**src/source/mem_types_pkg.sv**
```systemverilog
package mem_types_pkg;

  // ------------------------------
  // data path widths
  // ------------------------------

  // one data word
  typedef logic [31:0] word_t;

  // byte address
  typedef logic [31:0] addr_t;

  // register file index
  typedef logic [4:0] reg_addr_t;

  // one bit per byte lane
  typedef logic [3:0] strb_t;

  // ------------------------------
  // memory sizing
  // ------------------------------

  // 1 K words of data RAM
  localparam int RAM_ADDR_BITS = 10;

  // word index into the RAM
  typedef logic [RAM_ADDR_BITS-1:0] ram_addr_t;

  // store buffer entries, must stay a power of two
  localparam int SB_DEPTH = 4;
  localparam int SB_PTR_BITS = 2;

endpackage

```
**src/source/mem_op_pkg.sv**
```systemverilog
package mem_op_pkg;

  // ------------------------------
  // memory operations
  // ------------------------------

  // ten operations do not fit in three bits
  typedef enum logic [3:0] {
    op_none  = 4'd0,
    op_lb    = 4'd1,
    op_lbu   = 4'd2,
    op_lh    = 4'd3,
    op_lhu   = 4'd4,
    op_lw    = 4'd5,
    op_sb    = 4'd6,
    op_sh    = 4'd7,
    op_sw    = 4'd8,
    op_fence = 4'd9
  } mem_op_t;

  function automatic logic is_load(mem_op_t op);
    return op inside {op_lb, op_lbu, op_lh, op_lhu, op_lw};
  endfunction

  function automatic logic is_store(mem_op_t op);
    return op inside {op_sb, op_sh, op_sw};
  endfunction

  // anything that talks to the store buffer
  function automatic logic is_mem(mem_op_t op);
    return is_load(op) || is_store(op) || (op == op_fence);
  endfunction

  // ------------------------------
  // store buffer FSM
  // ------------------------------

  typedef enum logic [1:0] {
    sb_idle,
    sb_drain,
    sb_read,
    sb_reply
  } sb_state_t;

endpackage

```
**src/source/store_buffer.sv**
```systemverilog
`timescale 1ns/1ps

module store_buffer
  import mem_types_pkg::*;
  import mem_op_pkg::*;
(
  input  logic      clk,
  input  logic      rst,
  input  logic      mem_valid,
  input  mem_op_t   mem_op,
  input  addr_t     mem_addr,
  input  word_t     mem_wdata,
  input  strb_t     mem_wstrb,
  output logic      mem_ready,
  output word_t     mem_rdata,
  output logic      ram_we,
  output ram_addr_t ram_addr,
  output word_t     ram_wdata,
  output strb_t     ram_wstrb,
  input  word_t     ram_rdata
);

  // queue storage
  ram_addr_t q_addr [SB_DEPTH];
  word_t     q_data [SB_DEPTH];
  strb_t     q_strb [SB_DEPTH];

  logic [SB_PTR_BITS-1:0] wr_ptr;
  logic [SB_PTR_BITS-1:0] rd_ptr;
  logic [SB_PTR_BITS:0]   count;

  sb_state_t state;
  sb_state_t state_next;

  ram_addr_t req_word;
  ram_addr_t rd_addr;
  logic      full;
  logic      empty;
  logic      push;
  logic      drain;
  logic      load_ready;
  logic      fence_ready;

  assign req_word = mem_addr[RAM_ADDR_BITS+1:2];
  assign full     = (count == (SB_PTR_BITS+1)'(SB_DEPTH));
  assign empty    = (count == '0);

  // stores go in without delay unless full
  assign push = mem_valid && is_store(mem_op) && !full;

  // ------------------------------
  // state selection
  // ------------------------------

  always_comb begin
    drain      = 1'b0;
    state_next = state;
    case (state)
      sb_idle, sb_drain: begin
        if (!empty) begin
          drain      = 1'b1;
          state_next = sb_drain;
        end else if (mem_valid && is_load(mem_op)) begin
          state_next = sb_read;
        end else begin
          state_next = sb_idle;
        end
      end
      sb_read:  state_next = sb_reply;
      sb_reply: state_next = sb_idle;
      default:  state_next = sb_idle;
    endcase
  end

  // read data only belongs to the load that started it
  assign load_ready = (state == sb_reply) && mem_valid && is_load(mem_op) &&
                      empty && (req_word == rd_addr);
  assign fence_ready = mem_valid && (mem_op == op_fence) && empty;

  assign mem_ready = push || load_ready || fence_ready;
  assign mem_rdata = ram_rdata;

  // RAM port follows the head entry unless a read is in flight
  assign ram_we    = drain;
  assign ram_addr  = (state == sb_read) ? rd_addr : q_addr[rd_ptr];
  assign ram_wdata = q_data[rd_ptr];
  assign ram_wstrb = q_strb[rd_ptr];

  // ------------------------------
  // registers
  // ------------------------------

  always_ff @(posedge clk) begin
    if (!rst) begin
      state  <= sb_idle;
      wr_ptr <= '0;
      rd_ptr <= '0;
      count  <= '0;
    end else begin
      state <= state_next;
      if (push) begin
        wr_ptr <= wr_ptr + 1'b1;
      end
      if (drain) begin
        rd_ptr <= rd_ptr + 1'b1;
      end
      case ({push, drain})
        2'b10:   count <= count + 1'b1;
        2'b01:   count <= count - 1'b1;
        default: count <= count;
      endcase
    end
  end

  always_ff @(posedge clk) begin
    if (push) begin
      q_addr[wr_ptr] <= req_word;
      q_data[wr_ptr] <= mem_wdata;
      q_strb[wr_ptr] <= mem_wstrb;
    end
    if (state_next == sb_read) begin
      rd_addr <= req_word;
    end
  end

endmodule

```
**config.mk**
```make
export PLATFORM = sky130hd
export DESIGN_NAME = store_buffer
export DESIGN_NICKNAME = d
export VERILOG_FILES = /design/src/source/mem_types_pkg.sv /design/src/source/mem_op_pkg.sv /design/src/source/store_buffer.sv
export SDC_FILE = /design/constraint.sdc
export NUM_CORES = 1
export LEC_CHECK = 0
export BUFFER_PORTS_ARGS = -buffer_cell sky130_fd_sc_hd__buf_2
export CORE_MARGIN = 5
export CORE_UTILIZATION = 50
export CTS_CLUSTER_DIAMETER = 60
export DETAILED_ROUTE_END_ITERATION = 8
export HOLD_SLACK_MARGIN = 0.06
export PLACE_DENSITY = 0.75
export SKIP_CTS_REPAIR_TIMING = 1
export SYNTH_ARGS = -nofsm -noshare
export SYNTH_HDL_FRONTEND = slang
export SYNTH_SLANG_ARGS = --single-unit
```
**constraint.sdc**
```tcl
create_clock -name clk -period 5.3 [get_ports clk]
set_clock_uncertainty 0.2 [all_clocks]
set_input_delay 0 -clock clk [delete_from_list [all_inputs] [get_ports clk]]
set_output_delay 0 -clock clk [all_outputs]
set_load 0.05 [all_outputs]
```
# After elaboration in Yosys (flattened, before gate mapping)

Memories as Yosys holds them, arrays and structs flattened. A register that Yosys moved wholly into a read port is not among the register bits.
Cells that the tools add are included.

Register bits: 19
Bits in writable memories: 184
Input port bits: 107
Output and inout port bits: 80
Logic and storage cells: 62
Memories: 3

$add $sub $neg: 4
Equality and inequality tests: 17
Muxes and demuxes: 15
Reductions and logical operators: 18

Memory list:

| name   | words | bits a word | rd ports | clocked after Yosys merged registers in | wr ports | line               | RTL |
|---|---|---|---|---|---|---|---|
| q_data | 4     | 32          | 1        | 1                                       | 1        | store_buffer.sv:25 | `word_t q_data [SB_DEPTH];` |
| q_addr | 4     | 10          | 1        | 1                                       | 1        | store_buffer.sv:24 | `ram_addr_t q_addr [SB_DEPTH];` |
| q_strb | 4     | 4           | 1        | 1                                       | 1        | store_buffer.sv:26 | `strb_t q_strb [SB_DEPTH];` |

Operators with widths:

| cell                  | number |
|---|---|
| $eq A4 B3 Y1 const B  | 4 |
| $mux W2               | 8 |
| $eq A10 B10 Y1        | 1 |
| $mux W10              | 1 |
| $logic_and A1 B1 Y1   | 9 |
| $eq A2 B2 Y1 const B  | 4 |
| $eq A4 B2 Y1 const B  | 2 |
| $eq A4 B4 Y1 const B  | 2 |
| $pmux W2 S3           | 1 |
| $pmux W3 S2           | 1 |
| $reduce_bool A5 Y1    | 1 |
| $add A2 B1 Y2 const B | 2 |
| $eq A2 B1 Y1 const B  | 2 |
| $eq A4 B1 Y1 const B  | 1 |
| $mux W1               | 4 |
| $add A3 B1 Y3 const B | 1 |
| $eq A3 B3 Y1 const B  | 1 |
| $logic_not A3 Y1      | 1 |
| $reduce_bool A3 Y1    | 1 |
| $sub A3 B1 Y3 const B | 1 |
| $logic_not A2 Y1      | 1 |
| $logic_or A1 B1 Y1    | 2 |
| $reduce_bool A2 Y1    | 1 |
| $reduce_or A2 Y1      | 1 |
| $logic_not A1 Y1      | 1 |

# Longest topological paths before layout

Depth after elaboration: 7
Gate-level depth with buffers: 9
Depth with buffers taken out: 9

# Worst setup path after synthesis

OpenSTA, ideal clock, no wires.

Path type: register to register
Start: register count[2]
End: register count[2]
Library setup time: 0.076 ns
Data arrival time: 2.564 ns
Data required time: 5.024 ns
Setup slack: 2.460 ns
Cell stages (with the launch flop): 9
Buffers on the path: 0
Period minus slack after synthesis: 2.840 ns
Cells stage by stage: dfxtp_1 > nor3_1 > nor2_1 > ha_1 > inv_1 > fa_1 > xor2_1 > or3_1 > a21boi_0

Cells in the longest elaborated chain, start to end: 5
Elaborated cells on any way between the ends: 12
Classes of those cells: add/sub (2); eq/ne (3); mux (3); reduce/logical (4)

RTL lines:

| element                                                  | line                | RTL |
|---|---|---|
| from (decl)                                              | store_buffer.sv:30  | `logic [SB_PTR_BITS:0] count;` |
| from (signal assigned)                                   | store_buffer.sv:108 | `2'b10: count <= count + 1'b1;` |
| from (signal assigned)                                   | store_buffer.sv:109 | `2'b01: count <= count - 1'b1;` |
| from (signal assigned)                                   | store_buffer.sv:110 | `default: count <= count;` |
| $logic_not A3 Y1 *                                       | store_buffer.sv:46  | `assign empty = (count == '0);` |
| $mux W1 *                                                | store_buffer.sv:60  | `if (!empty) begin` |
| $mux W1 *                                                | store_buffer.sv:58  | `case (state)` |
| named net ram_we                                         | store_buffer.sv:16  | `output logic ram_we,` |
| $eq A2 B1 Y1 / $eq A2 B2 Y1 (equally long branches)      | store_buffer.sv:107 | `case ({push, drain})` |
| $pmux W3 S2 / $reduce_bool A2 Y1 (equally long branches) | -                   |  |

The timed path passes the listed nets; every way through them passes the cells marked *.
A chain may end at the register's enable or synchronous reset.

==> results.ini <==
[outcome]
status=completed

[placement]
postPlaceCellArea_um2=8527
gp_congestion=0.7752
port_buffers=100
dpl.hpwl_um=9385

[floorplanning]
fp.dieW_um=136.6
row_count=46
die-area_um2=18650
coreArea_um2=15830
start_util_pct=50.60
io_pins=187
die_h_um=136.6

[route]
drtIter0Drc=249
viasPerCell=5.239
wl_per_cell_um=19.82
drc_errors=0
drt_wl_total_um=15560
firstDrtPassIters=4
antenna_left=0
vias=4113

[sta]
maxSlewHeadroom_pct=36.31
tns_ns=0
final_max_slew_viol_count=0
finalHoldViolCount=0
fmax_ghz=0.3760
setup_violations=0
rsz0062_at_grt=no
tightest_slew_ns=0.9553
fin_crit_sh_pct=50.19
fin_crit_ns=2.660

[hold_path]
worst_hold_path_type=primary input to register

[synth]
async_flop_share_pct=0
avgSynthCellArea_um2=20.33
yosys.cell_types.count=34
synth.net_count=507
ys_ff_latch=205
netlist_area_um2=8009
synth_cells=394
yosysTopAreaCell=edfxtp_1
ys.warnings.count=0
synth_edf_count=194
synthTopCellsByArea=edfxtp_1 (73%), mux4_2 (13%), buf_4 (3.0%), dfxtp_1 (2.7%), nand2_1 (1.5%)
synth_ff_type=edfxtp_1
ys_seq_area_share_pct=75.49
yosysTopAreaCellShare_pct=72.74

[finish]
final_cell_mix=edfxtp_1 (194), buf_2 (100), dlygate4sd3_1 (81)
area_growth_pct=24.15
diodes=0
final_nets=671
drive_gt1_share_pct=32.34
layout_commonest_cell=edfxtp_1
fin_area_um2=9943

[clock_network]
cts_tree=yes
htree_levels=1
cts_root_buf=clkbuf_16
cts_sinks=205
cts_buffers=21
insertion_delay_ns=0.46
cts_buffer_depth=3
cts.clk_slew.worst_paths_ns=0.06

[global_routing]
grt_pass1_vias=4212
antenna_found_initial=0
track_usage_pct=16.09
grt_max_degree=47
grt_pass1_wl_um=22870
grt-ovfl-total=0

[power_and_ir_drop]
swShare_pct=32.13
power_density_nw_per_um2=441.9
intPower_w=0.002982
clockPowerShare_pct=29.7
ir_drop_mv=0.2614
p_comb_share_pct=26.3
p_leak_nw=3.423
power_switching_w=0.001412
p_total_w=0.004394
power_frac_seq_pct=43.9

[critical_path]
critPathBufInv=1
arrival_ns=2.46
cp.required_ns=5.10
critPathTopFamily=flip-flops
worstSetupPathType=register to output pin
path_cells=mux4_2 -> nand2_1 -> nand2_1 -> buf_2
critPathMaxStageDelay_ns=0.94
crit_slowest_cell=dfxtp_4
cp-start-kind=register
critPathMostFrequentCell=nand2_1
critPathMaxFanout=46
critPathCaptureType=output pin

[flow_run]
maxCapViolCount=0

==> power groups by stage <==
stage                     clock network, W  registers [W]  logic [W]
after global routing               0.00141        0.00195    0.00122
final                              0.00131        0.00193    0.00116
after global placement                   0        0.00197    0.00105
after detailed placement                 0        0.00197    0.00106
after floorplan                          0        0.00188   0.000967
after CTS                          0.00135        0.00194    0.00107
==> state kept, by name, summed over array words and instances, names as in the netlist, named ones only <==
register and count:
q_data 128, rd_addr 10, rd_ptr 2, wr_ptr 2
state 2, q_strb 16, count 3, q_addr 40
==> final cells by class <==
class | count | area [um^2]
sequential | 205 | 6051
fill | 1073 | 5884
multi-input combinational | 137 | 1642
timing repair buffer | 186 | 1349
clock buffer | 24 | 536.8
tap | 216 | 270.3
clock inverter | 10 | 68.82
inverter | 7 | 26.28
==> final timing paths <==
kind / from / to / slack, ns / cells after the start
hold reg to reg: wr_ptr[1] / wr_ptr[1] / 0.33 / 2
hold / removal: mem_wdata[0] / q_data[2][0] / 0.08 / 2
setup reg to reg: count[0] / q_data[0][12] / 2.69 / 4
setup / recovery: register / ram_addr[7] / 2.64 / 4
==> through the flow <==
step	instances	hold WS, ns	setup WS, ns	utilization [%]
after floorplan	394	-0.1011	2.460	-
after global placement	670	-0.1997	2.475	53.87
after detailed placement	670	-0.1997	2.471	53.87
after CTS	704	-0.4761	2.529	57.70
after global routing	785	0.07467	2.432	62.82
final	785	0.08299	2.640	62.82
==> logic make-up after synthesis <==
group	after synthesis	share of synthesized area, %
flip-flops	205	75.49
adder cells (fa/ha/maj)	6	1.031
AND/OR/NAND/NOR	60	3.859
XOR/XNOR	15	1.640
multiplexers	46	12.94
AO/OA/AOI/OAI	10	1.031
buffers and inverters	52	4.015
==> per-layer routing <==
layer | vias up | track usage [%] | wire [um]
met5 | - | 0 | 0
met4 | 0 | 6.215 | 166
met3 | 16 | 3.493 | 1129
met2 | 171 | 26.89 | 8004
met1 | 2073 | 20.79 | 6259
li1 | 1853 | - | -
==> synthesized netlist by cell type (5+ instances only) <==
cell      count
dfxtp_1      11
xnor2_1       5
clkbuf_1      7
xor2_1       10
inv_1         7
buf_2         5
ha_1          5
edfxtp_1    194
nand2_1      33
mux4_2       46
and2_1        6
buf_4        32
(Power assumes the default switching activity.)
