File: config.mk
export PLATFORM = sky130hd
export DESIGN_NAME = load_store_unit
export DESIGN_NICKNAME = d
export VERILOG_FILES = /design/src/source/mem_types_pkg.sv /design/src/source/mem_op_pkg.sv /design/src/source/load_store_unit.sv
export SDC_FILE = /design/constraint.sdc
export NUM_CORES = 1
export LEC_CHECK = 0
export BUFFER_PORTS_ARGS = -buffer_cell sky130_fd_sc_hd__buf_2
export CORE_MARGIN = 1.5
export CORE_UTILIZATION = 37
export DETAILED_ROUTE_END_ITERATION = 6
export PLACE_DENSITY = 0.85
export SLEW_MARGIN = 15
export SYNTH_ARGS = -nofsm -noshare
export SYNTH_HDL_FRONTEND = slang
export SYNTH_SLANG_ARGS = --single-unit
export TNS_END_PERCENT = 100
File: constraint.sdc
create_clock -name vclk -period 1.67
set_input_delay 0.0835 -clock vclk [all_inputs]
set_output_delay 0.0835 -clock vclk [all_outputs]
set_load 0.1 [all_outputs]
File: src/source/mem_types_pkg.sv
package mem_types_pkg;

  // ------------------------------
  // data path widths
  // ------------------------------

  // one data word
  typedef logic [31:0] word_t;

  // byte address
  typedef logic [31:0] addr_t;

  // register file index
  typedef logic [4:0] reg_addr_t;

  // one bit per byte lane
  typedef logic [3:0] strb_t;

  // ------------------------------
  // memory sizing
  // ------------------------------

  // 1 K words of data RAM
  localparam int RAM_ADDR_BITS = 10;

  // word index into the RAM
  typedef logic [RAM_ADDR_BITS-1:0] ram_addr_t;

  // store buffer entries, must stay a power of two
  localparam int SB_DEPTH = 4;
  localparam int SB_PTR_BITS = 2;

endpackage

File: src/source/mem_op_pkg.sv
package mem_op_pkg;

  // ------------------------------
  // memory operations
  // ------------------------------

  // ten operations do not fit in three bits
  typedef enum logic [3:0] {
    op_none  = 4'd0,
    op_lb    = 4'd1,
    op_lbu   = 4'd2,
    op_lh    = 4'd3,
    op_lhu   = 4'd4,
    op_lw    = 4'd5,
    op_sb    = 4'd6,
    op_sh    = 4'd7,
    op_sw    = 4'd8,
    op_fence = 4'd9
  } mem_op_t;

  function automatic logic is_load(mem_op_t op);
    return op inside {op_lb, op_lbu, op_lh, op_lhu, op_lw};
  endfunction

  function automatic logic is_store(mem_op_t op);
    return op inside {op_sb, op_sh, op_sw};
  endfunction

  // anything that talks to the store buffer
  function automatic logic is_mem(mem_op_t op);
    return is_load(op) || is_store(op) || (op == op_fence);
  endfunction

  // ------------------------------
  // store buffer FSM
  // ------------------------------

  typedef enum logic [1:0] {
    sb_idle,
    sb_drain,
    sb_read,
    sb_reply
  } sb_state_t;

endpackage

File: src/source/load_store_unit.sv
`timescale 1ns/1ps

module load_store_unit
  import mem_types_pkg::*;
  import mem_op_pkg::*;
(
  input  mem_op_t op,
  input  addr_t   addr,
  input  word_t   sdata,
  input  word_t   rdata,
  output word_t   wdata,
  output strb_t   wstrb,
  output word_t   result
);

  word_t lane;

  // store side, replicate across lanes
  always_comb begin
    case (op)
      op_sb: begin
        wdata = {4{sdata[7:0]}};
        wstrb = strb_t'(4'b0001 << addr[1:0]);
      end
      op_sh: begin
        wdata = {2{sdata[15:0]}};
        wstrb = addr[1] ? 4'b1100 : 4'b0011;
      end
      op_sw: begin
        wdata = sdata;
        wstrb = 4'b1111;
      end
      default: begin
        wdata = sdata;
        wstrb = 4'b0000;
      end
    endcase
  end

  // addressed lane moved down to bit 0
  assign lane = rdata >> {addr[1:0], 3'b000};

  // load side extension
  always_comb begin
    case (op)
      op_lb:   result = {{24{lane[7]}}, lane[7:0]};
      op_lbu:  result = {24'h000000, lane[7:0]};
      op_lh:   result = {{16{lane[15]}}, lane[15:0]};
      op_lhu:  result = {16'h0000, lane[15:0]};
      default: result = rdata;
    endcase
  end

endmodule

Yosys cells after proc, flatten, opt, wreduce, memory -nomap -nowiden
Cells that the tools add are included.

cells by class
  shift operators = 2
  muxes and demuxes = 4
  equal/unequal tests = 7

operators by type and width
  operator                                                               count
  32-bit one-hot mux with 4 select lines                                 1
  32-bit one-hot mux with 2 select lines                                 1
  32-bit by 5-bit >> shifter with 16-bit output                          1
  4-bit by 3-bit equality test with 1-bit output, second input constant  3
  4-bit one-hot mux with 3 select lines                                  1
  4-bit by 2-bit equality test with 1-bit output, second input constant  2
  4-bit by 1-bit equality test with 1-bit output, second input constant  1
  4-bit equality test, second input constant                             1
  4-bit two-way mux                                                      1
  1-bit by 2-bit left shift with 4-bit output, first input constant      1

word-level totals
  output and inout bits = 68
  input bits = 100
  flip-flop bits (word level) = 0
  logic and storage cells = 13

Logic depth before layout (Yosys ltp)
Gate-level depths: netlist (run 1).

  depth in word-level cells = 2
  mapped depth = 6
  mapped depth without buffers = 3

Least setup slack after synthesis (run 1)
No wires, ideal clock.

  path type = input-to-output
  start point = input op[1]
  end point = output result[6]
  required time = 1.586 ns
  buffers on the path = 2
  arrival = 3.237 ns
  cell stages on the path = 5
  slack = -1.651 ns
  path through = buf_4 -> nor3_1 -> buf_2 -> o41ai_1 -> a221oi_1

on the way
  cells in the longest elaborated chain, start to end = 2
  elaborated cells on any way between the ends = 5
  those cells by class = 4 x eq/ne; 1 x mux

ends and longest elaborated chain
  what                                                                          line                   RTL
  start: declaration                                                            load_store_unit.sv:7   input mem_op_t op,
  4-bit by 3-bit equality test with 1-bit output, or another cell as far along  load_store_unit.sv:45  case (op)
  32-bit one-hot mux with 4 select lines (*)                                    load_store_unit.sv:45
  end: declaration                                                              load_store_unit.sv:13  output word_t result

Mark *: on every way between the ends. The rest lies on a longest branch, timed or not.

Final worst setup path (run 1)
  start point = input rdata[23]
  end point = output result[8]

on the way
  cells in the longest elaborated chain, start to end = 2

ends and longest elaborated chain
  what                                           line                   RTL
  start: declaration                             load_store_unit.sv:10  input word_t rdata,
  32-bit by 5-bit >> shifter with 16-bit output  load_store_unit.sv:41  assign lane = rdata >> {addr[1:0], 3'b000};
  32-bit one-hot mux with 4 select lines         load_store_unit.sv:45

No other way between the ends.

==> qor.txt, run 1 <==
FF+latch area: 0 sq um
Number of fill cells: 182
Vias/cell: 6.17
Worst Setup SP: rdata[23]
Worst Path Required: 1.59 ns
DRC: 0
Pwr/cell area: 609 nW/um^2
CP max stage delay: 0.50 ns
Commonest cells after routing, fill and taps aside: buf_2, buf_12, mux2_2
Cell count after synthesis: 188
Number of max-cap violations: 0
WL/cell: 20.8 microns
CP Data Arrival Time: 1.57 ns
Internal power: 0.758 mW
Worst Max-Slew Pin Slew: 0.509 ns
Post-layout min period: 1.65 ns
Slew Limit Headroom: 66.3%
Slew Limit Fails: 0
Initial antenna violation count: 0
Final Hold Viols: 0
Routed WL: 7.63 mm
Worst setup path endpoint: result[8]
Netlist cell types: 35
Post-DP HPWL: 6.41 mm
Placer's final routability congestion estimate: 0.781
Area Growth Syn to Fin: 130%
# port buffers: 138
First-pass GRT wire length: 11.1 mm
P_leak: 1.56 nW
Total track usage: 31.5%
Die area: 4610 sq um
Clk_buf instances: 0
Final worst slack: 0.0211 ns
Final setup vio count: 0
Sequential share of the synthesized area: 0%
Crit path max fanout: 5
Average size of a mapped cell: 8.29 sq um
I/O pins: 168
Crit end category: output port
Fmax: 0.606 GHz
GRT overflow: 0
Final Non-Filler Cells: 366
NetSw: 1.42 mW
FFs & Latches: 0
Sw Ratio: 65.3%
Die Height: 67.9 microns
Die Wd: 67.9 microns
Antenna-violating nets left: 0
# nets final: 418
1st-pass router iterations: 4
Vias in the first global route: 2319
Fraction of layout cells with a size suffix above 1: 76.9%
Placed cell count: 364
Initial Utilization: 38.7%
Worst path cell trace: buf_4 -> mux4_2 -> nor3b_4 -> buf_6 -> a221o_2 -> buf_12
Total power: 2.18 mW
Syn_nets: 288
Status: finished, final reports clean
Yosys warns: 0
Unrepaired setup endpoints after global routing: no
Seq pwr share: 0%
Crit path launch type: input port
Logic pwr share: 100.0%
Worst hold path class: input port to output port
Commonest non-fill, non-tap cell in the layout: buf_2
Pre-CTS setup slack: -0.0124 ns
Largest net degree at the start of global routing: 30
Clock power share: 0%
Vias: 2258
CTS Hold Bufs: 0
Row count: 23
Core Footprint: 4030 sq um
VDD IR-drop max: 0.449 mV
Crit-path slowest cell: mux4_2
Area of the mapped netlist: 1560 sq um
Ant diodes: 0
Starting DRT DRC Count: 178
Period utilisation layout: 98.7%
WS Path Type: input port to output port
kinds of logic after synthesis:
group	Yosys count	share of synthesized area, %
buf+inv	34	12.4
mux	45	32.3
simple gates	41	18.0
compound gates	68	37.3
worst min-delay path by stage:
stage | start | cells past startpoint | slack, ns | to
2_1_floorplan | sdata[0] | 1 | 0.38 | wdata[0]
3_3_place_gp | sdata[30] | 4 | 0.55 | wdata[30]
3_5_place_dp | sdata[28] | 4 | 0.57 | wdata[28]
4_1_cts | sdata[29] | 4 | 0.57 | wdata[29]
5_1_grt | sdata[27] | 4 | 0.57 | wdata[27]
6_report | sdata[25] | 4 | 0.57 | wdata[25]
final cells by class:
| type | count | area (sq um) | share of cell area, % |
|---|---|---|---|
| well taps | 50 | 62.6 | 1.75 |
| inverters | 3 | 11.3 | 0.314 |
| multi-input cells | 154 | 1800 | 50.2 |
| repair buffers | 159 | 1710 | 47.7 |
synth_stat cells (all sizes together), types with 2 or more instances:
cell      n  area share (%)
nand3b    7             3.4
buf      20             9.0
nand2b    2            0.80
a221o     8             5.1
or2       2            0.80
o41a      6             4.3
or3b      7             3.9
mux2     23              17
o21ai    11             4.3
o2bb2ai  23              13
mux4      2             2.9
inv       3            0.72
nor2      2            0.64
mux2i    20              13
nor2b     2            0.80
o21a      2            0.96
nand2     8             1.9
nor3b     2             2.4
clkbuf   11             2.6
o31ai     8             3.9
o2111ai   6             3.4
nand3     6             1.9
worst max-delay path: cells and delay by family:
family / cells / cell delay, ns
mux: 1 / 0.50
buf+inv: 3 / 0.46
simple gates: 1 / 0.19
compound gates: 1 / 0.34
power by group through the flow:
stage | registers (mW) | clock network [mW] | logic, mW
after floorplan | 0 | 0 | 1.45
after global placement | 0 | 0 | 2.12
after detailed placement | 0 | 0 | 2.17
after CTS | 0 | 0 | 2.18
after global routing | 0 | 0 | 2.24
final | 0 | 0 | 2.18
repair_timing:
action	in CTS	in global routing
cloned	0	0
setup buffers	0	4
endpoints found under the setup margin	2	5
gates resized for setup	1	10
pin swaps	0	1
through the flow:
step	util, %	instance area (sq um)	hold slack, ns	setup TNS [ns]
after floorplan	-	2010	0.379	-2.36
after global placement	87.7	3530	0.552	0
after detailed placement	87.7	3530	0.565	-0.0232
after CTS	87.8	3540	0.569	0
after global routing	88.9	3580	0.574	0
final	88.9	3580	0.566	0
routing by layer:
metal  track usage, %  up-vias  wire (microns)
met2             65.9      134            4320
met3             5.26       30             523
li1                 -     1021               -
met4             15.8        0             346
met1             28.2     1073            2440
met5                0        -               0
Power figures use the tool's default switching activity.
==> inputs of run 2 (changes only) <==
--- a/config.mk
+++ b/config.mk
@@ -5,7 +5,7 @@
 export SDC_FILE = /design/constraint.sdc
 export NUM_CORES = 1
 export LEC_CHECK = 0
-export BUFFER_PORTS_ARGS = -buffer_cell sky130_fd_sc_hd__buf_2
+export BUFFER_PORTS_ARGS = -buffer_cell sky130_fd_sc_hd__buf_4
 export CORE_MARGIN = 1.5
 export CORE_UTILIZATION = 37
 export DETAILED_ROUTE_END_ITERATION = 6
==> qor.txt, run 2 (same netlist as run 1, synthesis figures left out) <==
Status: finished, final reports clean
Crit path launch type: input port
1st-pass router iterations: 4
Area Growth Syn to Fin: 102%
FFs & Latches: 0
Die Height: 67.9 microns
Final Hold Viols: 0
Die Wd: 67.9 microns
FF+latch area: 0 sq um
GRT overflow: 0
Worst Path Required: 1.59 ns
Total track usage: 26.1%
Period utilisation layout: 97.3%
Largest net degree at the start of global routing: 31
Vias/cell: 5.75
Worst hold path class: input port to output port
Core Footprint: 4030 sq um
Antenna-violating nets left: 0
Routed WL: 6.46 mm
Ant diodes: 0
Crit path max fanout: 16
Die area: 4610 sq um
Pwr/cell area: 601 nW/um^2
Finished Core Util: 78.3%
Clk_buf instances: 0
Initial antenna violation count: 0
First-pass GRT wire length: 9.51 mm
Slew Limit Headroom: 65.0%
Final setup vio count: 0
WS Path Type: input port to output port
Setup TNS: 0 ns
Starting DRT DRC Count: 138
Vias: 2116
Initial Utilization: 38.7%
# nets final: 420
Placer's final routability congestion estimate: 0.774
Number of max-cap violations: 0
DRC: 0
Post-CTS setup buffers: 0
Worst Max-Slew Pin Slew: 0.524 ns
Fmax: 0.615 GHz
Commonest cells after routing, fill and taps aside: buf_4, mux2_2, mux2i_1
P_leak: 1.41 nW
Vias in the first global route: 2066
WL/cell: 17.5 microns
CTS Hold Bufs: 0
Worst hold margin: 0.514 ns
I/O pins: 168
Min-Delay Path Depth: 2
VDD IR-drop max: 0.461 mV
Post-CTS Resized: 0
Commonest non-fill, non-tap cell in the layout: buf_4
# port buffers: 138
CP Data Arrival Time: 1.54 ns
Unrepaired setup endpoints after global routing: no
Post-layout min period: 1.62 ns
Fraction of layout cells with a size suffix above 1: 76.7%
Row count: 23
Post-DP HPWL: 5.33 mm
Crit end category: output port
Slew Limit Fails: 0
[run 2: worst paths after layout]
check	start	end
worst max-delay path	addr[0]	result[31]
worst min-delay path	sdata[6]	wdata[6]
[run 2: routing by layer]
metal | track usage, % | vias to the layer above | routed length (microns)
li1 | - | 1021 | -
met1 | 26.7 | 988 | 2320
met3 | 4.28 | 6 | 474
met5 | 0 | - | 0
met4 | 3.75 | 0 | 84
met2 | 55.0 | 101 | 3580
[run 2: worst max-delay path, stage by stage]
cell       delay (ns)
buf_4            0.16
mux2i_1          0.14
mux4_2           0.50
buf_12           0.19
o2bb2ai_4        0.16
buf_4            0.31
[run 2: per-stage QoR]
| step | total power [mW] | cells | setup WS [ns] | area [sq um] |
|---|---|---|---|---|
| after global routing | 1.95 | 368 | 0.00254 | 3150 |
| final | 1.89 | 368 | 0.0450 | 3150 |
| after floorplan | 1.45 | 188 | -0.252 | 2010 |
| after CTS | 1.90 | 368 | 0.0377 | 3150 |
| after detailed placement | 1.90 | 368 | 0.0368 | 3150 |
| after global placement | 1.87 | 368 | 0.0628 | 3150 |
[run 2: power breakdown]
part,internal (mW),switching [mW],leakage (nW),total [mW]
logic,0.551,1.34,1.41,1.89
clock network,0,0,0,0
registers,0,0,0,0
[run 2: layout make-up]
cell class	count	area (sq um)
fillers	290	875
well taps	50	62.6
multi-input cells	154	1800
inverters	3	11.3
repair buffers	161	1280
==> inputs of run 3 (changes only) <==
--- a/config.mk
+++ b/config.mk
@@ -10,6 +10,7 @@
 export CORE_UTILIZATION = 37
 export DETAILED_ROUTE_END_ITERATION = 6
 export PLACE_DENSITY = 0.85
+export SETUP_SLACK_MARGIN = 0.4
 export SLEW_MARGIN = 15
 export SYNTH_ARGS = -nofsm -noshare
 export SYNTH_HDL_FRONTEND = slang
==> qor.txt, run 3 <==
Status: did not finish
Failed at: clock tree synthesis
Err: [ERROR DPL-0038] Utilization greater than 100%, impossible to legalize
Post-synth top area share: 16.6%
Die Wd: 67.9 microns
CTS Hold Bufs: 0
Synth area leader: mux2_2
Yosys warns: 0
Netlist cell types: 35
Syn_nets: 288
Post-DP Area: 3430 sq um
Cell count after synthesis: 188
Average size of a mapped cell: 8.29 sq um
Area of the mapped netlist: 1560 sq um
Post-DP HPWL: 5.78 mm
Placer's final routability congestion estimate: 0.797
Row count: 23
# port buffers: 138
Main area contributors after synthesis: mux2_2, o2bb2ai_1, mux2i_1, buf_4, a221o_1
Post-CTS setup buffers: 18
Die Height: 67.9 microns
I/O pins: 168
Sequential share of the synthesized area: 0%
Post-CTS Resized: 223
Initial Utilization: 38.7%
Post-synth top cells: mux2_2, o2bb2ai_1, mux2i_1
[run 3: cell counts after synthesis]
No cell type changed its count.
[run 3: logic make-up after synthesis]
kind of cell | synth area share (%)
buffers and inverters | 12.4
AND/OR/NAND/NOR | 18.0
multiplexers | 32.3
AO/OA/AOI/OAI | 37.3
[run 3: metrics by stage]
stage	TNS, ns	setup slack, ns	hold WS (ns)	util (%)	std cells
after floorplan	-1.61	-0.170	0.379	-	188
after detailed placement	-0.0970	-0.0223	0.515	85.2	376
after global placement	0	0.00190	0.513	85.2	376
==> inputs of run 4 (changes only) <==
--- a/config.mk
+++ b/config.mk
@@ -9,8 +9,7 @@
 export CORE_MARGIN = 1.5
 export CORE_UTILIZATION = 37
 export DETAILED_ROUTE_END_ITERATION = 6
-export PLACE_DENSITY = 0.85
-export SETUP_SLACK_MARGIN = 0.4
+export PLACE_DENSITY_LB_ADDON = 0.15
 export SLEW_MARGIN = 15
 export SYNTH_ARGS = -nofsm -noshare
 export SYNTH_HDL_FRONTEND = slang
==> qor.txt, run 4 (same netlist as run 1, synthesis figures left out) <==
Crit-path slowest cell: or3b_1
Number of max-cap violations: 0
Clock power share: 0%
Die Height: 67.9 microns
P_leak: 1.42 nW
Multi-input gate area: 1800 sq um
Post-DP Area: 3160 sq um
Final Cell Area: 3180 sq um
Clk_buf instances: 0
FF+latch area: 0 sq um
Pwr/cell area: 600 nW/um^2
First-pass GRT wire length: 9.34 mm
Final setup vio count: 0
Total track usage: 25.7%
Die area: 4610 sq um
Crit path launch type: input port
Post-DP HPWL: 5.06 mm
Final Hold Viols: 0
Fraction of layout cells with a size suffix above 1: 76.5%
Initial antenna violation count: 0
Starting DRT DRC Count: 114
Logic pwr share: 100.0%
Setup TNS: 0 ns
WS Path Type: input port to output port
Commonest cells after routing, fill and taps aside: buf_4, mux2_2, mux2i_1
Crit path max fanout: 11
Number of fill cells: 291
WL/cell: 17.2 microns
Ant diodes: 0
CP max stage delay: 0.43 ns
Antenna-violating nets left: 0
# nets final: 417
Placed cell count: 365
VDD IR-drop max: 0.424 mV
Sw Ratio: 70.4%
Worst path cell trace: buf_4 -> or3b_1 -> nor3b_4 -> a221o_2 -> buf_4
Fmax: 0.609 GHz
Worst Path Buf+Inv: 2
Die Wd: 67.9 microns
Internal power: 0.566 mW
Post-layout min period: 1.64 ns
Worst hold path class: input port to output port
Crit path max-delay family: simple AND/OR/NAND/NOR gates
Final Non-Filler Cells: 365
CP Data Arrival Time: 1.56 ns
Slew Limit Fails: 0
Commonest non-fill, non-tap cell in the layout: buf_4
Routed WL: 6.27 mm
Vias: 2095
GRT overflow: 0
Seq pwr share: 0%
NetSw: 1.34 mW
I/O pins: 168
1st-pass router iterations: 4
Finished Core Util: 79.0%
DRC: 0
Worst hold margin: 0.512 ns
# port buffers: 138
Placer's final routability congestion estimate: 0.755
Core Footprint: 4030 sq um
Worst Max-Slew Pin Slew: 0.608 ns
Most used cell, CP: buf_4
Crit end category: output port
FFs & Latches: 0
Row count: 23
Slew Limit Headroom: 59.4%
Area Growth Syn to Fin: 104%
Worst Path Required: 1.59 ns
Vias/cell: 5.74
Vias in the first global route: 1906
Largest net degree at the start of global routing: 32
Initial Utilization: 38.7%
Status: finished, final reports clean
Period utilisation layout: 98.3%
## run 4: final timing paths
kind,from,endpoint,cells past startpoint
worst min-delay path,sdata[4],wdata[4],2
worst max-delay path,op[0],result[8],5
## run 4: metal layers
layer / GRT usage [%] / vias to the layer above / wire (microns)
li1: - / 1016 / -
met1: 34.7 / 984 / 2670
met2: 44.6 / 89 / 3040
met3: 4.11 / 6 / 501
met4: 2.00 / 0 / 63
met5: 0 / - / 0
## run 4: metrics by stage
step	power [mW]	worst slack, ns
finish	1.91	0.0287
floorplan	1.45	-0.252
global route	1.98	-0.00943
global placement	1.88	0.0619
CTS	1.90	0.0254
detailed placement	1.90	0.0267
## run 4: cell type report
class | count | share of cell area (%)
multi-input combinational | 154 | 56.4
inverter | 3 | 0.354
tap | 50 | 1.97
timing repair buffer | 158 | 41.2
## run 4: power groups by stage
stage	clock network, mW	registers (mW)	logic (mW)
2_1_floorplan	0	0	1.45
3_3_place_gp	0	0	1.88
3_5_place_dp	0	0	1.90
4_1_cts	0	0	1.90
5_1_grt	0	0	1.98
6_report	0	0	1.91
## run 4: what timing repair did
| action | in CTS | in global routing |
|---|---|---|
| buffers inserted | 0 | 0 |
| hold buffers | 0 | 0 |
| setup endpoints to repair | 0 | 10 |
| gates resized for setup | 0 | 7 |
