## src/source/mem_types_pkg.sv

```systemverilog
package mem_types_pkg;

  // ------------------------------
  // data path widths
  // ------------------------------

  // one data word
  typedef logic [31:0] word_t;

  // byte address
  typedef logic [31:0] addr_t;

  // register file index
  typedef logic [4:0] reg_addr_t;

  // one bit per byte lane
  typedef logic [3:0] strb_t;

  // ------------------------------
  // memory sizing
  // ------------------------------

  // 1 K words of data RAM
  localparam int RAM_ADDR_BITS = 10;

  // word index into the RAM
  typedef logic [RAM_ADDR_BITS-1:0] ram_addr_t;

  // store buffer entries, must stay a power of two
  localparam int SB_DEPTH = 4;
  localparam int SB_PTR_BITS = 2;

endpackage

```

## src/source/mem_op_pkg.sv

```systemverilog
package mem_op_pkg;

  // ------------------------------
  // memory operations
  // ------------------------------

  // ten operations do not fit in three bits
  typedef enum logic [3:0] {
    op_none  = 4'd0,
    op_lb    = 4'd1,
    op_lbu   = 4'd2,
    op_lh    = 4'd3,
    op_lhu   = 4'd4,
    op_lw    = 4'd5,
    op_sb    = 4'd6,
    op_sh    = 4'd7,
    op_sw    = 4'd8,
    op_fence = 4'd9
  } mem_op_t;

  function automatic logic is_load(mem_op_t op);
    return op inside {op_lb, op_lbu, op_lh, op_lhu, op_lw};
  endfunction

  function automatic logic is_store(mem_op_t op);
    return op inside {op_sb, op_sh, op_sw};
  endfunction

  // anything that talks to the store buffer
  function automatic logic is_mem(mem_op_t op);
    return is_load(op) || is_store(op) || (op == op_fence);
  endfunction

  // ------------------------------
  // store buffer FSM
  // ------------------------------

  typedef enum logic [1:0] {
    sb_idle,
    sb_drain,
    sb_read,
    sb_reply
  } sb_state_t;

endpackage

```

## src/source/memory_stage.sv

```systemverilog
`timescale 1ns/1ps

module memory_stage
  import mem_types_pkg::*;
  import mem_op_pkg::*;
(
  input  logic      clk,
  input  logic      rst,
  input  logic      ex_valid,
  input  mem_op_t   ex_op,
  input  addr_t     ex_addr,
  input  word_t     ex_sdata,
  input  logic      ex_wren,
  input  reg_addr_t ex_waddr,
  input  word_t     ex_wdata,
  input  logic      flush,
  output logic      stall,
  output mem_op_t   lsu_op,
  output addr_t     lsu_addr,
  output word_t     lsu_sdata,
  output word_t     lsu_rdata,
  input  word_t     st_wdata,
  input  strb_t     st_wstrb,
  input  word_t     load_result,
  output logic      mem_valid,
  output mem_op_t   mem_op,
  output addr_t     mem_addr,
  output word_t     mem_wdata,
  output strb_t     mem_wstrb,
  input  logic      mem_ready,
  input  word_t     mem_rdata,
  output logic      rf_wren,
  output reg_addr_t rf_waddr,
  output word_t     rf_wdata
);

  // ------------------------------
  // stage register
  // ------------------------------

  logic      r_valid;
  mem_op_t   r_op;
  logic      r_wren;
  addr_t     r_addr;
  word_t     r_sdata;
  reg_addr_t r_waddr;
  word_t     r_wdata;

  logic r_load;
  logic write_ok;

  always_ff @(posedge clk) begin
    if (!rst) begin
      r_valid <= 1'b0;
      r_op    <= op_none;
      r_wren  <= 1'b0;
    end else if (flush) begin
      r_valid <= 1'b0;
      r_wren  <= 1'b0;
    end else if (!stall) begin
      r_valid <= ex_valid;
      r_op    <= ex_op;
      r_wren  <= ex_wren;
    end
  end

  // payload follows the control bits
  always_ff @(posedge clk) begin
    if (!stall) begin
      r_addr  <= ex_addr;
      r_sdata <= ex_sdata;
      r_waddr <= ex_waddr;
      r_wdata <= ex_wdata;
    end
  end

  assign r_load = is_load(r_op);

  // ------------------------------
  // request and LSU
  // ------------------------------

  assign lsu_op    = r_op;
  assign lsu_addr  = r_addr;
  assign lsu_sdata = r_sdata;
  assign lsu_rdata = mem_rdata;

  assign mem_valid = r_valid && is_mem(r_op);
  assign mem_op    = r_op;
  assign mem_addr  = r_addr;
  assign mem_wdata = st_wdata;
  assign mem_wstrb = st_wstrb;

  // hold until the handshake, flush lets go
  assign stall = mem_valid && !mem_ready && !flush;

  // ------------------------------
  // write-back
  // ------------------------------

  // loads write on the handshake edge only
  assign write_ok = (r_op == op_none) || (r_load && mem_ready);

  assign rf_wren  = r_valid && r_wren && write_ok && (r_waddr != '0) && !flush;
  assign rf_waddr = r_waddr;
  assign rf_wdata = r_load ? load_result : r_wdata;

endmodule

```

## config.mk

```make
export PLATFORM = sky130hd
export DESIGN_NAME = memory_stage
export DESIGN_NICKNAME = d
export VERILOG_FILES = /design/src/source/mem_types_pkg.sv /design/src/source/mem_op_pkg.sv /design/src/source/memory_stage.sv
export SDC_FILE = /design/constraint.sdc
export NUM_CORES = 1
export LEC_CHECK = 0
export ABC_AREA = 1
export BUFFER_PORTS_ARGS = -buffer_cell sky130_fd_sc_hd__buf_2
export CORE_AREA = 2 2 166 168
export DETAILED_ROUTE_END_ITERATION = 8
export DIE_AREA = 0 0 168 170
export HOLD_SLACK_MARGIN = 0.03
export SLEW_MARGIN = 40
export SYNTH_ARGS = -nofsm -noshare
export SYNTH_HDL_FRONTEND = slang
export SYNTH_SLANG_ARGS = --single-unit
export TNS_END_PERCENT = 100
```

## constraint.sdc

```tcl
create_clock -name clk -period 3.6 [get_ports clk]
set_clock_uncertainty 0.15 [all_clocks]
set_input_delay 0.18 -clock clk [delete_from_list [all_inputs] [get_ports clk]]
set_output_delay 0.18 -clock clk [all_outputs]
set_load 0.02 [all_outputs]
```

Word level (Yosys, flattened, before mapping)
Index checks and enable logic that the tools add are counted.
{"block": "classes", "n_reduce_logical": 19, "mux": 1, "n_eq_ne": 9, "bitwise": 3}
{"op": "$mux W32", "count": 1}
{"op": "$eq A4 B3 Y1 const B", "count": 4}
{"op": "$reduce_bool A5 Y1", "count": 2}
{"op": "$eq A4 B2 Y1 const B", "count": 2}
{"op": "$eq A4 B4 Y1 const B", "count": 2}
{"op": "$logic_and A1 B1 Y1", "count": 8}
{"op": "$eq A4 B1 Y1 const B", "count": 1}
{"op": "$logic_not A4 Y1", "count": 1}
{"op": "$logic_or A1 B1 Y1", "count": 3}
{"op": "$not A1 Y1", "count": 3}
{"op": "$reduce_bool A3 Y1", "count": 1}
{"op": "$logic_not A1 Y1", "count": 2}
{"op": "$reduce_and A2 Y1", "count": 1}
{"op": "$reduce_or A2 Y1", "count": 1}
{"block": "word_totals", "wordCells": 39, "input_bits": 211, "register_bits": 107, "output_inout_bits": 212}

Longest topological paths before layout
Gate-level depths: netlist (run 1).
{"block": "logic_depth", "depth_word": 9, "ltp_mapped": 8}

Worst setup path before layout (run 1)
OpenSTA, ideal clock, no wires.
{"block": "synth_timing", "path_kind": "register to register", "start": "register r_op[2] (netlist: lsu_op[2])", "end": "register r_addr[0] (netlist: lsu_addr[0]) (enable)", "arrival_time_ps": 2902, "synth_period_minus_slack_ps": 3507, "slack_ps": 93, "stages_incl_launch_ff": 7, "required_time_ps": 2995, "cell_sequence": "dfxtp_1 -> inv_2 -> nand2_1 -> nand2_1 -> nand4_4 -> nor2_4 -> inv_1"}
{"block": "synth_via", "elab_chain_cells": 7, "word_cells_on_any_way": 16, "classes_between": "eq/ne (9); reduce/logical (7)"}
{"element": "start, declared", "line": "memory_stage.sv:42", "text": "mem_op_t r_op;"}
{"element": "start signal, assigned", "line": "memory_stage.sv:55", "text": "r_op <= op_none;"}
{"element": "start signal, assigned", "line": "memory_stage.sv:62", "text": "r_op <= ex_op;"}
{"element": "$eq A4 B1 Y1, or another cell as far along", "line": "mem_op_pkg.sv:22", "text": "return op inside {op_lb, op_lbu, op_lh, op_lhu, op_lw};"}
{"element": "$reduce_bool A5 Y1 / $reduce_bool A3 Y1 (equally long branches)", "line": "mem_op_pkg.sv:22, mem_op_pkg.sv:26"}
{"element": "$logic_or A1 B1 Y1", "line": "mem_op_pkg.sv:31", "text": "return is_load(op) || is_store(op) || (op == op_fence);"}
{"element": "$logic_or A1 B1 Y1 (*)", "line": "mem_op_pkg.sv:31"}
{"element": "$logic_and A1 B1 Y1 (*)", "line": "memory_stage.sv:88", "text": "assign mem_valid = r_valid && is_mem(r_op);"}
{"element": "$logic_and A1 B1 Y1 (*) (2 in series)", "line": "memory_stage.sv:95", "text": "assign stall = mem_valid && !mem_ready && !flush;"}
{"element": "named net stall", "line": "memory_stage.sv:17", "text": "output logic stall,"}
{"element": "end signal, assigned", "line": "memory_stage.sv:70", "text": "r_addr <= ex_addr;"}
{"element": "end, declared", "line": "memory_stage.sv:44", "text": "addr_t r_addr;"}
Mark *: on every way through the listed nets, which the timed path passes. The rest lies on a longest branch.
A chain may end at the register's enable or synchronous reset.

Worst setup path after layout (run 1)
{"block": "layout_timing", "start": "register r_op[2] (netlist: lsu_op[2])", "end": "output rf_wdata[13]"}
{"block": "layout_via", "elab_chain_cells": 3, "word_cells_on_any_way": 7, "classes_between": "eq/ne (5); mux (1); reduce/logical (1)"}
{"element": "$eq A4 B1 Y1, or another cell as far along", "line": "mem_op_pkg.sv:22"}
{"element": "$reduce_bool A5 Y1 (*)", "line": "mem_op_pkg.sv:22"}
{"element": "$mux W32 (*)", "line": "memory_stage.sv:106", "text": "assign rf_wdata = r_load ? load_result : r_wdata;"}
{"element": "end, declared", "line": "memory_stage.sv:34", "text": "output word_t rf_wdata"}
Mark *: on every way between the ends. The rest lies on a longest branch, timed or not.

==> flow_summary.toml, run 1 <==
[global_route]
grt_pass1_vias = 4063
grtUsageTotal_pct = 12.6
grt-busiest-layer = "met2"
met2_usage_pct = 22.9
grt_max_degree = 64
grt_pass1_wl_mm = 25.8
antenna_found_initial = 2
use_met3_pct = 5.70
met1_usage_pct = 12.2
grt_remaining_overflow = 0

[clock_tree]
cts-root-buf = "clkbuf_16"
cts_sinks = 107
htreeDepth = 3
cts_tree = "done"
clk_path_buf_depth = 2
clkTransAtPathRegs_ns = 0.08
cts_buffers = 9
clock_latency_ns = 0.35

[cells_and_area]
fin_nets = 872
stdcell_area_um2 = 7080
multi_input_area_um2 = 616
syn_to_final_growth_pct = 52.3
layout-drive-gt1-share_pct = 46.8
fillCellCount = 2777
final_cell_mix = "buf_2, dlygate4sd3_1, edfxtp_1"
seq_area_um2 = 3150
final_cells = 1007
layout_commonest_cell = "buf_2"

[place]
place_area_um2 = 5690
hpwlAfterDp_mm = 13.9
port_buffers = 286
place_congestion = 0.746
dp_cells = 880

[setup_path]
crit_fanout = 33
cp-start-kind = "register"
crit_type = "register to output pin"
worstSetupEndpointType = "output pin"
cp.arrival_ns = 2.53
cp.required_ns = 3.27

[synthesis]
yosys_register_bits = 107
synth_area_per_cell_um2 = 12.7
synth_warnings = 0
ys_types = 21
synth_cells = 365
syn_nets = 576
synth_area_um2 = 4650
yosysSeqAreaShare_pct = 67.8

[floorplanning]
num_rows = 60
start_util_pct = 17.5
design.core.area_um2 = 26700
ioPinCount = 423
die_w_um = 168
die-area_um2 = 28600
die_height_um = 170

[timing]
timing.hold.ws_ns = 0.190
period_needed_ns = 2.86
finalHoldViolCount = 0
fin_tns_setup_ns = 0
fmax_mhz = 349
finalSetupViolCount = 0
tightestPinTransition_ns = 0.796
slew_headroom_pct = 46.9
rsz0062_at_grt = "false"
drv_slew = 0
fin_crit_sh_pct = 79.5

[routing]
wl_per_cell_um = 18.5
wirelength_mm = 18.6
firstDrtPassIters = 4
first_iter_violations = 140
viasPerCell = 3.67
ant_nets = 0
drc = 0
vias = 3699

[power_and_ir_drop]
p_per_area_nw_per_um2 = 435
power_leakage_nw = 3.28
max-vdd-ir-drop_v = 0.000196

[outcome]
outcome = "finished clean"

[min_path]
min_path_type = "input pin to register"

[run]
cap_violations = 0
-- routing by layer --
metal / wire length [um] / up-vias
met3: 2130 / 43
met5: 13 / -
met1: 6260 / 1694
li1: - / 1721
met4: 552 / 2
met2: 9670 / 239
-- report_power, final --
part,internal (mW),switching [mW],total [mW],leakage (nW)
clock,0.483,0.506,0.988,0.139
combinational,0.256,0.371,0.627,2.02
sequential,1.43,0.0352,1.47,1.12
-- cells by family after synthesis --
logic type	synth area share, %
AO/OA/AOI/OAI	0.888
AND/OR/NAND/NOR	12.2
flip-flops	67.8
buffers and inverters	19.1
-- stage by stage --
| step | utilization, % | setup WS (ns) | power (mW) |
|---|---|---|---|
| final | 26.6 | 0.737 | 3.08 |
| after global routing | 26.6 | 0.506 | 3.23 |
| after CTS | 26.6 | 0.685 | 3.13 |
| after detailed placement | 21.4 | 1.09 | 2.03 |
| after global placement | 21.4 | 1.18 | 2.02 |
| after floorplan | - | 0.0931 | 1.93 |
-- synth_stat cells, drive strengths merged --
master,n,area [um^2]
edfxtp,101,3030
inv,8,30.0
nand2,75,289
nand3,36,180
and3,1,6.26
o21bai,1,7.51
buf,114,856
a21oi,6,33.8
nand4,2,27.5
clkinv,1,3.75
nor2,12,52.6
dfxtp,6,120
nor3,1,5.00
or2,1,6.26
-- state kept, by name, summed over array words and instances, names as in the netlist --
signal / cells
lsu_addr: 32
lsu_op: 4
lsu_sdata: 32
r_valid: 1
r_wdata: 32
r_wren: 1
rf_waddr: 5
-- area by class of cell --
cell class	count	share of cell area (%)
Clock inverter	6	0.777
Clock buffer	9	3.18
Sequential cell	107	44.5
Multi-Input combinational cell	135	8.69
Antenna cell	1	0.0353
Inverter	9	0.512
Tap cell	341	6.02
Timing Repair Buffer	399	36.3
-- final timing paths --
kind	startpoint	end	slack, ns	cells past startpoint
setup / recovery	lsu_op[2]	rf_wdata[13]	0.74	7
hold reg to reg	r_wren	r_wren	0.40	2
setup reg to reg	lsu_op[2]	r_valid	1.04	8
hold / removal	flush	lsu_op[2]	0.19	4
-- critical path, stage by stage, from the launching register on --
cell and delay (ns):
dfxtp_1 0.48, inv_2 0.05, nand2_1 0.08, or2_2 0.63, nand2_4 0.44, nand2_1 0.24, nand2_1 0.08, buf_2 0.16
-- repair_timing --
item | 4_1_cts | 5_1_grt
setup buffers | 0 | 0
gates resized for setup | 0 | 0
hold endpoints to repair | 107 | 0
hold buffers | 111 | 0
Note: power is estimated with default switching activity, not from simulation.
==> run 2: changes to the inputs <==
--- a/config.mk
+++ b/config.mk
@@ -7,9 +7,9 @@
 export LEC_CHECK = 0
 export ABC_AREA = 1
 export BUFFER_PORTS_ARGS = -buffer_cell sky130_fd_sc_hd__buf_2
-export CORE_AREA = 2 2 166 168
+export CORE_AREA = 2 2 165 167
 export DETAILED_ROUTE_END_ITERATION = 8
-export DIE_AREA = 0 0 168 170
+export DIE_AREA = 0 0 167 169
 export HOLD_SLACK_MARGIN = 0.03
 export SLEW_MARGIN = 40
 export SYNTH_ARGS = -nofsm -noshare
==> constraint.sdc (replaced) <==
create_clock -name clk -period 2.5 [get_ports clk]
set_clock_uncertainty 0.15 [all_clocks]
set_input_delay 0.125 -clock clk [delete_from_list [all_inputs] [get_ports clk]]
set_output_delay 0.125 -clock clk [all_outputs]
set_load 0.02 [all_outputs]
==> run 2 against run 1 <==
Routed wire length up 0.29%. Largest cell class unchanged. Cell count grew 0.60%. Sequential share of layout area fell by 0.31 points.
==> flow_summary.toml, run 2 (synthesized netlist as in run 1, its figures left out) <==
[global_route]
grt_pass1_wl_mm = 26.2
antenna_found_initial = 4
grtUsageTotal_pct = 12.7
grt_pass1_vias = 4006
grt_remaining_overflow = 0
grt_max_degree = 102

[timing]
period_needed_ns = 2.34
tightestPinTransition_ns = 0.566
setup_ws_ns = 0.156
fmax_mhz = 427
fin_crit_sh_pct = 93.8
fin_tns_setup_ns = 0
finalHoldViolCount = 0
slew_headroom_pct = 62.2
finalSetupViolCount = 0
rsz0062_at_grt = "false"
drv_slew = 0

[floorplanning]
die_w_um = 167
ioPinCount = 423
design.core.area_um2 = 26500
start_util_pct = 17.5
num_rows = 60
die_height_um = 169
die-area_um2 = 28200

[power_and_ir_drop]
power_leakage_nw = 3.32
max-vdd-ir-drop_v = 0.000259
p_per_area_nw_per_um2 = 626
power_mw = 4.48

[routing]
ant_nets = 0
viasPerCell = 3.75
wirelength_mm = 18.7
firstDrtPassIters = 4
wl_per_cell_um = 18.4
vias = 3794
first_iter_violations = 145
drc = 0

[clock_tree]
cts_buffers = 9
cts_tree = "done"
cts_sinks = 107
clock_latency_ns = 0.35
cts-root-buf = "clkbuf_16"
clk_path_buf_depth = 2
htreeDepth = 3
clkTransAtPathRegs_ns = 0.08

[cells_and_area]
layout_commonest_cell = "buf_2"
fin_nets = 878
stdcell_area_um2 = 7170
utilization_pct = 27.0
antenna_cells_inserted = 0
final_cell_mix = "buf_2, dlygate4sd3_1, edfxtp_1"
layout-drive-gt1-share_pct = 48.1
syn_to_final_growth_pct = 54.1

[place]
hpwlAfterDp_mm = 14.3
dpl_worst_slack_ns = 0.515
place_congestion = 0.808
port_buffers = 286
place_area_um2 = 5720

[setup_path]
rr_startpoint = "lsu_op[2]"
worst-r2r-cell-count = 8
cp.required_ns = 2.65
crit-reg2reg-capture = "r_valid"
worstSetupEndpointType = "register"
r2r_slack_ns = 0.16
crit_type = "register to register"
crit_fanout = 6
cp-start-kind = "register"
cp.arrival_ns = 2.49

[min_path]
min_path_type = "input pin to register"
hp-start = "mem_ready"
min_delay_path_depth = 6
min_to = "lsu_op[2]"

[run]
cap_violations = 0

[outcome]
outcome = "finished clean"
==> run 2: changes by cell type in the layout (fill, tap and decap cells not counted), sizes merged <==
cell	delta
buf	+6
clkinv	+1
clkinvlp	+1
diode	-1
inv	-1
==> run 2: power by group <==
part | internal (mW) | total (mW) | leakage, nW | switching, mW
logic | 0.375 | 0.907 | 2.05 | 0.531
registers | 2.07 | 2.12 | 1.12 | 0.0523
clock network | 0.715 | 1.46 | 0.150 | 0.746
==> run 2: worst max-delay path by stage <==
stage	from	endpoint	slack, ns	cells after the start
global route	lsu_op[1]	r_valid	0.02	8
detailed placement	lsu_op[2]	rf_wdata[19]	0.51	7
floorplan	lsu_op[2]	lsu_addr[0]	-0.55	5
finish	lsu_op[2]	r_valid	0.16	8
CTS	lsu_op[2]	r_valid	0.06	8
global placement	lsu_op[2]	rf_wdata[16]	0.51	7
==> run 2: final cells by class <==
type / count / area, um^2
fillers: 2750 / 19300
flip-flops and latches: 107 / 3170
repair buffers: 405 / 2620
multi-input cells: 135 / 618
well taps: 341 / 427
clock buffers: 9 / 225
clock inverters: 7 / 77.6
inverters: 9 / 37.5
==> run 2: stage by stage <==
stage	instances	hold slack, ns
2_1_floorplan	365	0.0739
3_3_place_gp	882	0.100
3_5_place_dp	882	0.100
4_1_cts	1009	0.100
5_1_grt	1013	0.100
6_report	1013	0.0956
==> run 2: critical path, cell delays in order (launching register included) <==
cell	delay (ns)
dfxtp_4	0.39
nor2_1	0.05
nand2_1	0.14
nand4_4	0.16
nor2_4	0.14
nor2_1	0.05
dlygate4sd3_1	0.56
nor2_1	0.09
dlygate4sd3_1	0.55
==> run 2: routing by layer <==
layer	track usage, %	share of wire, %
met5	0	0.16
met2	24.2	54
met3	5.42	10
met1	12.1	32
met4	4.65	3.1
==> run 2: repair_timing <==
action / 4_1_cts / 5_1_grt
endpoints found under the hold margin: 107 / 0
hold buffers: 111 / 0
resized for setup: 0 / 0
setup buffers: 0 / 4
endpoints found under the setup margin: 0 / 1
==> run 3: changes to the inputs <==
--- a/config.mk
+++ b/config.mk
@@ -11,7 +11,7 @@
 export DETAILED_ROUTE_END_ITERATION = 8
 export DIE_AREA = 0 0 167 169
 export HOLD_SLACK_MARGIN = 0.03
-export SLEW_MARGIN = 40
+export PLACE_DENSITY = 0.49
 export SYNTH_ARGS = -nofsm -noshare
 export SYNTH_HDL_FRONTEND = slang
 export SYNTH_SLANG_ARGS = --single-unit
==> run 3 against run 2 <==
Via count is 2.9% lower. Die area unchanged. First-iteration DRC count fell by 34%. Sequential cell count unchanged. Routed wire length decreased by 6.3%. Sequential power about the same. Combinational power hardly changed. Register-to-register slack about the same. Hold slack gained 0.0044 ns. Critical path type unchanged.
==> flow_summary.toml, run 3 (synthesized netlist as in run 1, its figures left out) <==
[outcome]
outcome = "finished clean"

[routing]
vias = 3684
first_iter_violations = 96
wirelength_mm = 17.5
firstDrtPassIters = 6
ant_nets = 0
viasPerCell = 3.63
wl_per_cell_um = 17.2
drc = 0

[min_path]
min_path_type = "input pin to output pin"
hp-start = "mem_rdata[11]"

[floorplanning]
num_rows = 60
die_height_um = 169
design.core.area_um2 = 26500
start_util_pct = 17.5
die-area_um2 = 28200
ioPinCount = 423
die_w_um = 167

[power_and_ir_drop]
pwr-share-seq_pct = 47.3
max-vdd-ir-drop_v = 0.000287
p_per_area_nw_per_um2 = 622
intPower_mw = 3.15
p_switching_mw = 1.32
clkPwrFrac_pct = 32.4
power_leakage_nw = 3.32
swShare_pct = 29.6
pwr-share-comb_pct = 20.3

[timing]
finalHoldViolCount = 0
rsz0062_at_grt = "false"
finalSetupViolCount = 0
fmax_mhz = 425
drv_slew = 0
period_needed_ns = 2.35
timing.hold.ws_ns = 0.100
slew_headroom_pct = 69.7
tightestPinTransition_ns = 0.454
fin_crit_sh_pct = 94.2
setup_ws_ns = 0.146

[place]
place_area_um2 = 5730
hpwlAfterDp_mm = 13.7
place_congestion = 0.714
dpl_worst_slack_ns = 0.482
port_buffers = 286

[setup_path]
crit_fanout = 6
startpoint = "lsu_op[3]"
worstSetupEndpointType = "register"
cp.arrival_ns = 2.51
rr_startpoint = "lsu_op[3]"
crit_type = "register to register"
cp.required_ns = 2.65
cp-start-kind = "register"

[clock_tree]
cts-root-buf = "clkbuf_16"
cts_sinks = 107
cts_buffers = 9
clk_path_buf_depth = 2
clkTransAtPathRegs_ns = 0.09
clock_latency_ns = 0.36
htreeDepth = 3
cts_tree = "done"

[global_route]
grtUsageTotal_pct = 12.0
grt_max_degree = 73
grt_pass1_vias = 3892
grt_pass1_wl_mm = 24.8
antenna_found_initial = 2
grt_remaining_overflow = 0

[cells_and_area]
syn_to_final_growth_pct = 54.4
fillCellCount = 2770
utilization_pct = 27.1
stdcell_area_um2 = 7180
final_cell_mix = "buf_2, dlygate4sd3_1, edfxtp_1"
layout-drive-gt1-share_pct = 47.8
fin_nets = 879
layout_commonest_cell = "buf_2"

[run]
cap_violations = 0
==> run 3: through the flow <==
step                cells  power [mW]  TNS, ns
floorplan             365        2.78   -55.78
detailed placement    883        2.94        0
finish               1016        4.47        0
CTS                  1011        4.55        0
global placement      883        2.93        0
global route         1014        4.69        0
==> run 3: routing by layer <==
layer	global-route usage (%)	wire [um]
met5	0	0
met2	22.7	9490
met3	5.03	1760
met4	4.05	397
met1	11.6	5860
==> run 3: power by group through the flow <==
| stage | logic [mW] | clock network [mW] | registers (mW) |
|---|---|---|---|
| after floorplan | 0.537 | 0 | 2.24 |
| after global placement | 0.779 | 0 | 2.15 |
| after detailed placement | 0.779 | 0 | 2.16 |
| after CTS | 0.920 | 1.51 | 2.12 |
| after global routing | 0.984 | 1.58 | 2.13 |
| final | 0.906 | 1.45 | 2.11 |
==> run 3: layout make-up <==
| cell class | count | area, um^2 | share of cell area (%) |
|---|---|---|---|
| clock buffers | 9 | 225 | 3.14 |
| flip-flops and latches | 107 | 3170 | 44.1 |
| inverters | 9 | 37.5 | 0.523 |
| repair buffers | 406 | 2630 | 36.6 |
| diodes | 2 | 5.00 | 0.0697 |
| clock inverters | 7 | 66.3 | 0.924 |
| well taps | 341 | 427 | 5.94 |
| multi-input cells | 135 | 627 | 8.73 |
==> run 3: timing repair <==
| item | in CTS | in global routing |
|---|---|---|
| setup endpoints to repair | 0 | 3 |
| setup buffers | 0 | 3 |
| endpoints found under the hold margin | 107 | 0 |
| hold buffers | 112 | 0 |
| resized for setup | 0 | 1 |
==> run 3: worst max-delay path, stage by stage (launching register included) <==
cell and delay [ns]:
dfxtp_4 0.40, nor2_1 0.05, nand2_1 0.13, nand4_4 0.15
nor2_4 0.19, nor2_1 0.05, dlygate4sd3_1 0.54, nor2_1 0.08
dlygate4sd3_1 0.55
==> run 3: worst paths after layout <==
path | slack [ns] | depth (start not counted) | endpoint
min | 0.10 | 0 | lsu_rdata[11]
max | 0.15 | 8 | r_wren
max reg2reg | 0.15 | 8 | r_wren
min reg2reg | 0.40 | 2 | lsu_op[0]
